[config.mk]
export PLATFORM = sky130hd
export DESIGN_NAME = div_uart_top
export DESIGN_NICKNAME = d
export VERILOG_FILES = /design/src/hdl/div_uart_pkg.sv /design/src/hdl/uart_rx.sv /design/src/hdl/uart_tx.sv /design/src/hdl/seq_divider.sv /design/src/hdl/div_cmd_ctrl.sv /design/src/hdl/div_uart_top.sv
export SDC_FILE = /design/constraint.sdc
export NUM_CORES = 1
export LEC_CHECK = 0
export BUFFER_PORTS_ARGS = -buffer_cell sky130_fd_sc_hd__buf_2
export CAP_MARGIN = 30
export CORE_MARGIN = 8
export CORE_UTILIZATION = 38
export DETAILED_ROUTE_END_ITERATION = 8
export SYNTH_ARGS = -nofsm -noshare
export SYNTH_HDL_FRONTEND = slang
export SYNTH_SLANG_ARGS = --single-unit
[constraint.sdc]
create_clock -name i_clk -period 2.51 [get_ports i_clk]
set_clock_uncertainty 0.2 [all_clocks]
set_input_delay 0.3765 -clock i_clk [delete_from_list [all_inputs] [get_ports i_clk]]
set_output_delay 0.3765 -clock i_clk [all_outputs]
set_load 0.005 [all_outputs]
[src/hdl/div_uart_pkg.sv]
package div_uart_pkg;

   localparam int BYTE_W   = 8;
   localparam int NIBBLE_W = 4;

   // Host command opcodes in the low nibble of each received byte
   typedef enum logic [NIBBLE_W-1:0] {
      OP_LOAD_DIVIDEND = 4'd0,
      OP_LOAD_DIVISOR  = 4'd1,
      OP_READ_QUOT     = 4'd2,
      OP_READ_REM      = 4'd3,
      OP_DIVIDE        = 4'd4
   } cmd_op_e;

   typedef struct packed {
      logic [NIBBLE_W-1:0] data;  // Operand nibble shifted in by the load opcodes
      cmd_op_e             op;
   } cmd_t;

endpackage

[src/hdl/uart_rx.sv]
module uart_rx import div_uart_pkg::*; #(
   parameter int CLKS_PER_BIT = 16
) (
   input  logic i_clk,
   input  logic i_nrst,
   input  logic i_rx,
   output logic o_valid,
   output cmd_t o_cmd
);

   localparam int CNT_W = $clog2(CLKS_PER_BIT);
   localparam int BIT_W = $clog2(BYTE_W);
   localparam logic [CNT_W-1:0] LAST_CNT = CNT_W'(CLKS_PER_BIT - 1);
   localparam logic [CNT_W-1:0] HALF_CNT = CNT_W'(CLKS_PER_BIT / 2 - 1);
   localparam logic [BIT_W-1:0] LAST_BIT = BIT_W'(BYTE_W - 1);

   typedef enum logic [1:0] {ST_IDLE, ST_START, ST_DATA, ST_STOP} state_e;

   logic [2:0]        rx_sync;
   logic              rx_s;
   logic              rx_prev;
   state_e            state;
   logic [CNT_W-1:0]  clk_cnt;
   logic [BIT_W-1:0]  bit_cnt;
   logic [BYTE_W-1:0] shreg;

   assign rx_s  = rx_sync[2];
   assign o_cmd = cmd_t'(shreg);

   always_ff @(posedge i_clk or negedge i_nrst) begin
      if (!i_nrst) begin
         rx_sync <= '1;  // Idle line level
         rx_prev <= 1'b1;
      end else begin
         rx_sync <= {rx_sync[1:0], i_rx};
         rx_prev <= rx_s;
      end
   end

   always_ff @(posedge i_clk or negedge i_nrst) begin
      if (!i_nrst) begin
         state   <= ST_IDLE;
         clk_cnt <= '0;
         bit_cnt <= '0;
         o_valid <= 1'b0;
      end else begin
         o_valid <= 1'b0;
         case (state)
            ST_IDLE: begin
               if (rx_prev && !rx_s) begin
                  state   <= ST_START;
                  clk_cnt <= '0;
               end
            end
            ST_START: begin
               if (clk_cnt == HALF_CNT) begin
                  clk_cnt <= '0;
                  bit_cnt <= '0;
                  state   <= rx_s ? ST_IDLE : ST_DATA;  // A high line here was only a glitch
               end else begin
                  clk_cnt <= clk_cnt + 1'b1;
               end
            end
            ST_DATA: begin
               if (clk_cnt == LAST_CNT) begin
                  clk_cnt <= '0;
                  bit_cnt <= bit_cnt + 1'b1;
                  if (bit_cnt == LAST_BIT) state <= ST_STOP;
               end else begin
                  clk_cnt <= clk_cnt + 1'b1;
               end
            end
            ST_STOP: begin
               if (clk_cnt == LAST_CNT) begin
                  state   <= ST_IDLE;
                  o_valid <= rx_s;  // Framing error drops the byte
               end else begin
                  clk_cnt <= clk_cnt + 1'b1;
               end
            end
            default: state <= ST_IDLE;
         endcase
      end
   end

   always_ff @(posedge i_clk) begin
      if (state == ST_DATA && clk_cnt == LAST_CNT) begin
         shreg <= {rx_s, shreg[BYTE_W-1:1]};  // LSB arrives first
      end
   end

endmodule

[src/hdl/uart_tx.sv]
module uart_tx import div_uart_pkg::*; #(
   parameter int CLKS_PER_BIT = 16
) (
   input  logic              i_clk,
   input  logic              i_nrst,
   input  logic              i_valid,
   input  logic [BYTE_W-1:0] i_byte,
   output logic              o_ready,
   output logic              o_tx
);

   localparam int FRAME_BITS = BYTE_W + 2;
   localparam int FRAME_CLKS = FRAME_BITS * CLKS_PER_BIT;
   localparam int CNT_W      = $clog2(CLKS_PER_BIT);
   localparam int BIT_W      = $clog2(FRAME_BITS);
   localparam logic [CNT_W-1:0] LAST_CNT = CNT_W'(CLKS_PER_BIT - 1);
   localparam logic [BIT_W-1:0] LAST_BIT = BIT_W'(FRAME_BITS - 1);

   logic              busy;
   logic              start;
   logic [CNT_W-1:0]  clk_cnt;
   logic [BIT_W-1:0]  bit_cnt;
   logic [BYTE_W:0]   shreg;  // Data bits followed by the stop bit

   assign o_ready = !busy;
   assign start   = i_valid && !busy;

   always_ff @(posedge i_clk or negedge i_nrst) begin
      if (!i_nrst) begin
         busy    <= 1'b0;
         clk_cnt <= '0;
         bit_cnt <= '0;
         o_tx    <= 1'b1;
      end else if (start) begin
         busy    <= 1'b1;
         clk_cnt <= '0;
         bit_cnt <= '0;
         o_tx    <= 1'b0;  // Start bit
      end else if (busy) begin
         if (clk_cnt == LAST_CNT) begin
            clk_cnt <= '0;
            if (bit_cnt == LAST_BIT) begin
               busy <= 1'b0;
            end else begin
               bit_cnt <= bit_cnt + 1'b1;
               o_tx    <= shreg[0];
            end
         end else begin
            clk_cnt <= clk_cnt + 1'b1;
         end
      end
   end

   always_ff @(posedge i_clk) begin
      if (start) begin
         shreg <= {1'b1, i_byte};
      end else if (busy && clk_cnt == LAST_CNT) begin
         shreg <= {1'b1, shreg[BYTE_W:1]};
      end
   end

   a_frame_busy : assert property (@(posedge i_clk) disable iff (!i_nrst)
      start |=> !o_ready [*FRAME_CLKS] ##1 o_ready);

endmodule

[src/hdl/seq_divider.sv]
module seq_divider #(
   parameter int DATA_WIDTH = 32
) (
   input  logic                  i_clk,
   input  logic                  i_nrst,
   input  logic                  i_valid,
   input  logic [DATA_WIDTH-1:0] i_dividend,
   input  logic [DATA_WIDTH-1:0] i_divisor,
   output logic                  o_accept,
   output logic [DATA_WIDTH-1:0] o_quotient,
   output logic [DATA_WIDTH-1:0] o_remainder
);

   localparam int CNT_W = $clog2(DATA_WIDTH);
   localparam logic [CNT_W-1:0] LAST_ITER = CNT_W'(DATA_WIDTH - 1);

   typedef enum logic [1:0] {ST_IDLE, ST_BUSY, ST_DONE} state_e;

   state_e                state;
   logic [CNT_W-1:0]      iter_cnt;
   logic [DATA_WIDTH-1:0] divisor_q;
   logic [DATA_WIDTH-1:0] rem_q;
   logic [DATA_WIDTH-1:0] quo_q;  // Dividend bits leave at the top, quotient bits enter at the bottom
   logic [DATA_WIDTH:0]   partial;
   logic [DATA_WIDTH+1:0] diff;
   logic                  fits;

   assign partial = {rem_q, quo_q[DATA_WIDTH-1]};
   assign diff    = {1'b0, partial} - {2'b00, divisor_q};
   assign fits    = !diff[DATA_WIDTH+1];  // No borrow so the divisor goes in

   assign o_accept    = (state == ST_DONE);
   assign o_quotient  = quo_q;
   assign o_remainder = rem_q;

   always_ff @(posedge i_clk or negedge i_nrst) begin
      if (!i_nrst) begin
         state    <= ST_IDLE;
         iter_cnt <= '0;
      end else begin
         case (state)
            ST_IDLE: begin
               if (i_valid) begin
                  state    <= ST_BUSY;
                  iter_cnt <= '0;
               end
            end
            ST_BUSY: begin
               if (iter_cnt == LAST_ITER) begin
                  state <= ST_DONE;
               end else begin
                  iter_cnt <= iter_cnt + 1'b1;
               end
            end
            ST_DONE: state <= ST_IDLE;  // Requester drops valid during this cycle
            default: state <= ST_IDLE;
         endcase
      end
   end

   always_ff @(posedge i_clk) begin
      if (state == ST_IDLE && i_valid) begin
         divisor_q <= i_divisor;
         quo_q     <= i_dividend;
         rem_q     <= '0;
      end else if (state == ST_BUSY) begin
         // A zero divisor always fits, giving all ones and the dividend back
         rem_q <= fits ? diff[DATA_WIDTH-1:0] : partial[DATA_WIDTH-1:0];
         quo_q <= {quo_q[DATA_WIDTH-2:0], fits};
      end
   end

   a_operands_stable : assert property (@(posedge i_clk) disable iff (!i_nrst)
      (i_valid && state != ST_IDLE) |-> ($stable(i_dividend) && $stable(i_divisor)));

endmodule

[src/hdl/div_cmd_ctrl.sv]
module div_cmd_ctrl import div_uart_pkg::*; #(
   parameter int DATA_WIDTH = 32
) (
   input  logic                  i_clk,
   input  logic                  i_nrst,
   input  logic                  i_rx_valid,
   input  cmd_t                  i_rx_cmd,
   output logic                  o_div_valid,
   output logic [DATA_WIDTH-1:0] o_dividend,
   output logic [DATA_WIDTH-1:0] o_divisor,
   input  logic                  i_div_accept,
   input  logic [DATA_WIDTH-1:0] i_quotient,
   input  logic [DATA_WIDTH-1:0] i_remainder,
   output logic                  o_tx_valid,
   output logic [BYTE_W-1:0]     o_tx_byte,
   input  logic                  i_tx_ready
);

   typedef enum logic [1:0] {ST_IDLE, ST_DIVIDING, ST_SENDING} state_e;

   state_e                state;
   logic [DATA_WIDTH-1:0] dividend_q;
   logic [DATA_WIDTH-1:0] divisor_q;
   logic [DATA_WIDTH-1:0] quot_q;
   logic [DATA_WIDTH-1:0] rem_q;
   logic [BYTE_W-1:0]     tx_byte_q;

   if (DATA_WIDTH % BYTE_W != 0) begin : g_width_check
      $error("DATA_WIDTH must be a multiple of %0d", BYTE_W);
   end

   assign o_div_valid = (state == ST_DIVIDING);
   assign o_tx_valid  = (state == ST_SENDING);
   assign o_dividend  = dividend_q;
   assign o_divisor   = divisor_q;
   assign o_tx_byte   = tx_byte_q;

   always_ff @(posedge i_clk or negedge i_nrst) begin
      if (!i_nrst) begin
         state      <= ST_IDLE;
         dividend_q <= '0;
         divisor_q  <= '0;
         quot_q     <= '0;
         rem_q      <= '0;
      end else begin
         case (state)
            ST_IDLE: begin
               if (i_rx_valid) begin
                  case (i_rx_cmd.op)
                     OP_LOAD_DIVIDEND: begin
                        dividend_q <= {dividend_q[DATA_WIDTH-NIBBLE_W-1:0], i_rx_cmd.data};
                     end
                     OP_LOAD_DIVISOR: begin
                        divisor_q <= {divisor_q[DATA_WIDTH-NIBBLE_W-1:0], i_rx_cmd.data};
                     end
                     OP_READ_QUOT: begin
                        quot_q <= quot_q >> BYTE_W;
                        state  <= ST_SENDING;
                     end
                     OP_READ_REM: begin
                        rem_q <= rem_q >> BYTE_W;
                        state <= ST_SENDING;
                     end
                     OP_DIVIDE: state <= ST_DIVIDING;
                     default: ;  // Unused opcodes leave all state alone
                  endcase
               end
            end
            ST_DIVIDING: begin
               if (i_div_accept) begin
                  quot_q <= i_quotient;
                  rem_q  <= i_remainder;
                  state  <= ST_IDLE;
               end
            end
            ST_SENDING: begin
               if (i_tx_ready) state <= ST_IDLE;
            end
            default: state <= ST_IDLE;
         endcase
      end
   end

   always_ff @(posedge i_clk) begin
      if (state == ST_IDLE && i_rx_valid) begin
         if (i_rx_cmd.op == OP_READ_QUOT) begin
            tx_byte_q <= quot_q[BYTE_W-1:0];
         end else if (i_rx_cmd.op == OP_READ_REM) begin
            tx_byte_q <= rem_q[BYTE_W-1:0];
         end
      end
   end

   // The divider may only finish a division that was requested
   a_accept_requested : assert property (@(posedge i_clk) disable iff (!i_nrst)
      i_div_accept |-> o_div_valid);

endmodule

[src/hdl/div_uart_top.sv]
module div_uart_top import div_uart_pkg::*; #(
   parameter int DATA_WIDTH   = 32,
   parameter int CLKS_PER_BIT = 16
) (
   input  logic i_clk,
   input  logic i_nrst,
   input  logic i_rx,
   output logic o_tx
);

   logic                  rx_valid;
   cmd_t                  rx_cmd;
   logic                  div_valid;
   logic                  div_accept;
   logic [DATA_WIDTH-1:0] dividend;
   logic [DATA_WIDTH-1:0] divisor;
   logic [DATA_WIDTH-1:0] quotient;
   logic [DATA_WIDTH-1:0] remainder;
   logic                  tx_valid;
   logic                  tx_ready;
   logic [BYTE_W-1:0]     tx_byte;

   uart_rx #(
      .CLKS_PER_BIT (CLKS_PER_BIT)
   ) u_uart_rx (
      .i_clk   (i_clk),
      .i_nrst  (i_nrst),
      .i_rx    (i_rx),
      .o_valid (rx_valid),
      .o_cmd   (rx_cmd)
   );

   div_cmd_ctrl #(
      .DATA_WIDTH (DATA_WIDTH)
   ) u_ctrl (
      .i_clk        (i_clk),
      .i_nrst       (i_nrst),
      .i_rx_valid   (rx_valid),
      .i_rx_cmd     (rx_cmd),
      .o_div_valid  (div_valid),
      .o_dividend   (dividend),
      .o_divisor    (divisor),
      .i_div_accept (div_accept),
      .i_quotient   (quotient),
      .i_remainder  (remainder),
      .o_tx_valid   (tx_valid),
      .o_tx_byte    (tx_byte),
      .i_tx_ready   (tx_ready)
   );

   seq_divider #(
      .DATA_WIDTH (DATA_WIDTH)
   ) u_divider (
      .i_clk       (i_clk),
      .i_nrst      (i_nrst),
      .i_valid     (div_valid),
      .i_dividend  (dividend),
      .i_divisor   (divisor),
      .o_accept    (div_accept),
      .o_quotient  (quotient),
      .o_remainder (remainder)
   );

   uart_tx #(
      .CLKS_PER_BIT (CLKS_PER_BIT)
   ) u_uart_tx (
      .i_clk   (i_clk),
      .i_nrst  (i_nrst),
      .i_valid (tx_valid),
      .i_byte  (tx_byte),
      .o_ready (tx_ready),
      .o_tx    (o_tx)
   );

endmodule

==> summary.txt <==
Die
  • Die area: roughly 40000 um^2
  • # rows: 68
  • Die width: a little over 200 um
  • Initial core utilization: 0.383
  • Core area: 34400 um^2
  • # IOs: 4
  • Die H: 202 um

STA
  • RSZ-0062 raised after global routing: yes
  • Fin crit period: 2.93 ns
  • Final cycle utilization of the critical path: 1.17
  • # setup viols final: 33
  • Slew Limit Fails: 0
  • Worst-margin pin slew: between 0.6 and 0.7 ns
  • Slew headroom: 0.575
  • Fmax: approximately 0.34 GHz
  • Final Hold Fails: 0
  • Post-route setup slack: -0.417 ns

Setup path
  • CP Data Arrival Time: 3.17 ns
  • Critical Path Source Type: register
  • Critical Path Start: u_divider.o_remainder[5]
  • Critical Path End: u_divider.o_remainder[2]
  • Setup Crit Path Kind: reg2reg
  • CP Max Fanout: 7
  • FF-to-FF Start: u_divider.o_remainder[5]
  • R2R Setup Slk: -0.42 ns
  • Crit. End Element: register
  • WP data required: between 2 and 3 ns
  • Reg-to-reg endpoint: u_divider.o_remainder[2]
  • R2R cell count: 12

Clock network
  • Clock Path Buffers: 3
  • Num Clock Sinks: between 200 and 300
  • H-tree Lvls: 1
  • Clock latency on the worst-skew pair: approximately 0.57 ns
  • Num CTS Buffers: 30
  • Root buf cell: clkbuf_16
  • CTS tree: done
  • Worst-path clk slew: 0.06 ns

Logic synthesis
  • Yosys reg bits: 281
  • Post-synth top area cell: dfrtp_1
  • Post-Syn Instances: ~1300
  • Top FF cell, synth: dfrtp_1
  • Ys async rst share: 0.573
  • Most frequent cells after synthesis: nand2_1 (258), dfrtp_1 (156), edfxtp_1 (88), nor2_1 (84), mux2_2 (80)
  • Most frequent cell after synthesis: nand2_1
  • Top cells by area, synth: dfrtp_1 (30%), edfxtp_1 (20%), nand2_1 (7.4%)
  • Syn_area_per_cell: 10.4 um^2
  • Cell Area, Synth: 13200 um^2
  • Yosys cell types: 70
  • Sequential-to-total area share from yosys stat: 0.556
  • Syn_nets: 1312
  • Yosys warns: 0
  • Post-synth top area share: 0.296
  • Post-synth EDFFs: between 80 and 90

Detailed routing
  • TritonRoute pass-1 iters: 5
  • Vias per cell: 5.11
  • Final WL: between 30000 and 40000 um
  • Via count: 9700
  • DR WL/cell: 16.1 um
  • # DRC: 0
  • Routed Antenna Nets: 0
  • Iter 0 DRT Violations: 621

Global routing
  • First-pass GRT wire length: a little over 50000 um
  • Gr ovfl total: 0
  • Pin count of the biggest net entering global routing: 65
  • Initial antenna violation count: 0
  • Number of global-route vias before repair: 9662
  • GRT Util Overall: 0.149

Pwr
  • Cell area power density: 588 nW/um^2
  • Sequential power share: 0.490
  • Maximum vdd drop: 0.000482 V
  • Int Power: 0.00760 W
  • Comb power frac: 0.037
  • Psw: 0.00214 W
  • Switching portion of total power: 0.220
  • Leakage: 7.41 nW
  • Clk pwr share: 0.473

Placed design
  • Worst slack, placed: -0.538 ns
  • PortBufs: 3
  • DP Area: approximately 15000 um^2
  • Placed insts: ~1800
  • HPWL after DPL: 20800 um
  • Final Wtd Congestion: roughly 0.84

Hold path
  • Hold WC Path Type: reg2reg

Finish
  • Fill count: 3165
  • Fraction of layout cells with a size suffix above 1: 0.265
  • Fin util: 0.482
  • Final instance area: roughly 17000 um^2
  • Ant diodes: 0
  • Area grow syn2layout: 25.8%
  • Layout net count: 1468
  • Post-Layout Cell Count: about 1900

Status
  • Violated checks: negative setup slack
  • Status: finished with violations

Job
  • Max_cap viols: 0
-- flip-flops by register name, indices dropped and copies added, names as in the netlist, 4 cells and up, named ones only --
name,flops
u_uart_rx.clk_cnt,4
u_divider.iter_cnt,5
u_ctrl.o_tx_byte,8
u_ctrl.o_divisor,32
u_ctrl.o_dividend,32
u_divider.o_remainder,32
u_uart_rx.o_cmd,8
u_uart_tx.bit_cnt,4
u_uart_tx.shreg,8
u_ctrl.quot_q,32
u_divider.divisor_q,32
u_uart_tx.clk_cnt,4
u_divider.o_quotient,32
u_ctrl.rem_q,32
-- layout by cell type (no fill, tap or decap), types with 8 or more instances in the layout --
cell,n
a31oi_1,51
mux2i_1,19
inv_1,62
clkinv_1,8
clkbuf_16,30
dfrtp_1,156
a21o_1,14
edfxtp_1,88
ha_4,8
nand3_1,30
a21oi_2,10
nor2b_1,8
ha_1,33
xor2_1,12
nor2_1,80
o21ai_0,45
mux2_2,80
dfxtp_1,32
buf_6,14
buf_4,152
nand2b_1,8
a21oi_1,28
o21ai_1,22
nand2_1,257
buf_12,12
xnor2_1,18
-- power groups by stage --
stage / clock network [W] / registers [W] / logic [W]
finish: 0.00461 / 0.00478 / 0.000361
CTS: 0.00470 / 0.00478 / 0.000368
global route: 0.00489 / 0.00478 / 0.000409
global placement: 0 / 0.00486 / 0.000349
floorplan: 0 / 0.00486 / 0.000231
detailed placement: 0 / 0.00487 / 0.000363
-- area by class of cell --
type / count / area (um^2) / area share
flip-flops and latches: 281 / 7320 / 0.442
multi-input cells: 857 / 5790 / 0.350
repair buffers: 183 / 1600 / 0.0964
clock buffers: 35 / 779 / 0.0471
well taps: 455 / 569 / 0.0344
inverters: 67 / 255 / 0.0154
clock inverters: 21 / 254 / 0.0153
-- stage by stage --
stage | TNS, ns | power (W) | hold slack, ns
6_report | -10.46 | 0.00975 | 0.155
5_1_grt | -15.09 | 0.0101 | 0.159
4_1_cts | -10.56 | 0.00985 | 0.156
3_5_place_dp | -10.89 | 0.00523 | 0.147
3_3_place_gp | -8.89 | 0.00521 | 0.146
2_1_floorplan | -0.717 | 0.00509 | -0.119
-- worst max-delay path: stages (launching register included) --
cell and delay (ns):
dfxtp_1 0.41, ha_4 0.24, a21o_1 0.19, a31oi_4 0.19, nor2b_4 0.19, a21oi_4 0.09
nor3_4 0.26, o31ai_4 0.10, a21boi_4 0.36, buf_12 0.20, buf_12 0.11, mux2i_1 0.18
o21ai_1 0.08
-- worst min path at each step --
stage	start	slack (ns)	endpoint	cells after the start
floorplan	i_nrst	-0.12	async pin	0
global placement	u_uart_rx.rx_sync[1]	0.15	u_uart_rx.rx_sync[2]	0
detailed placement	u_uart_rx.rx_sync[1]	0.15	u_uart_rx.rx_sync[2]	0
CTS	u_uart_rx.rx_sync[1]	0.16	u_uart_rx.rx_sync[2]	0
global route	u_uart_rx.rx_sync[1]	0.16	u_uart_rx.rx_sync[2]	0
finish	u_uart_rx.rx_sync[1]	0.15	u_uart_rx.rx_sync[2]	0
-- cell families after synthesis --
kind of cell	after synthesis	synth area share
flip-flops	281	0.556
AND/OR/NAND/NOR	443	0.146
XOR/XNOR	30	0.0199
multiplexers	100	0.0836
buffers and inverters	126	0.0373
AO/OA/AOI/OAI	239	0.115
adder cells (fa/ha/maj)	45	0.0433
-- layer usage --
layer	routed length, um	global-route usage	part of all wire	vias up
met3	1230	0.0207	0.040	35
li1	-	-	-	4743
met4	486	0.0373	0.016	0
met2	14100	0.235	0.46	151
met1	14700	0.214	0.48	4771
met5	0	0	0	-
-- repair_timing --
action | CTS | global route
setup endpoints to repair | 33 | 33
hold buffers | 2 | 0
resized for setup | 50 | 21
hold endpoints to repair | 56 | 0
buffers inserted | 16 | 10
cloned | 3 | 0
pin swaps | 26 | 24
Power figures use the tool's default switching activity.
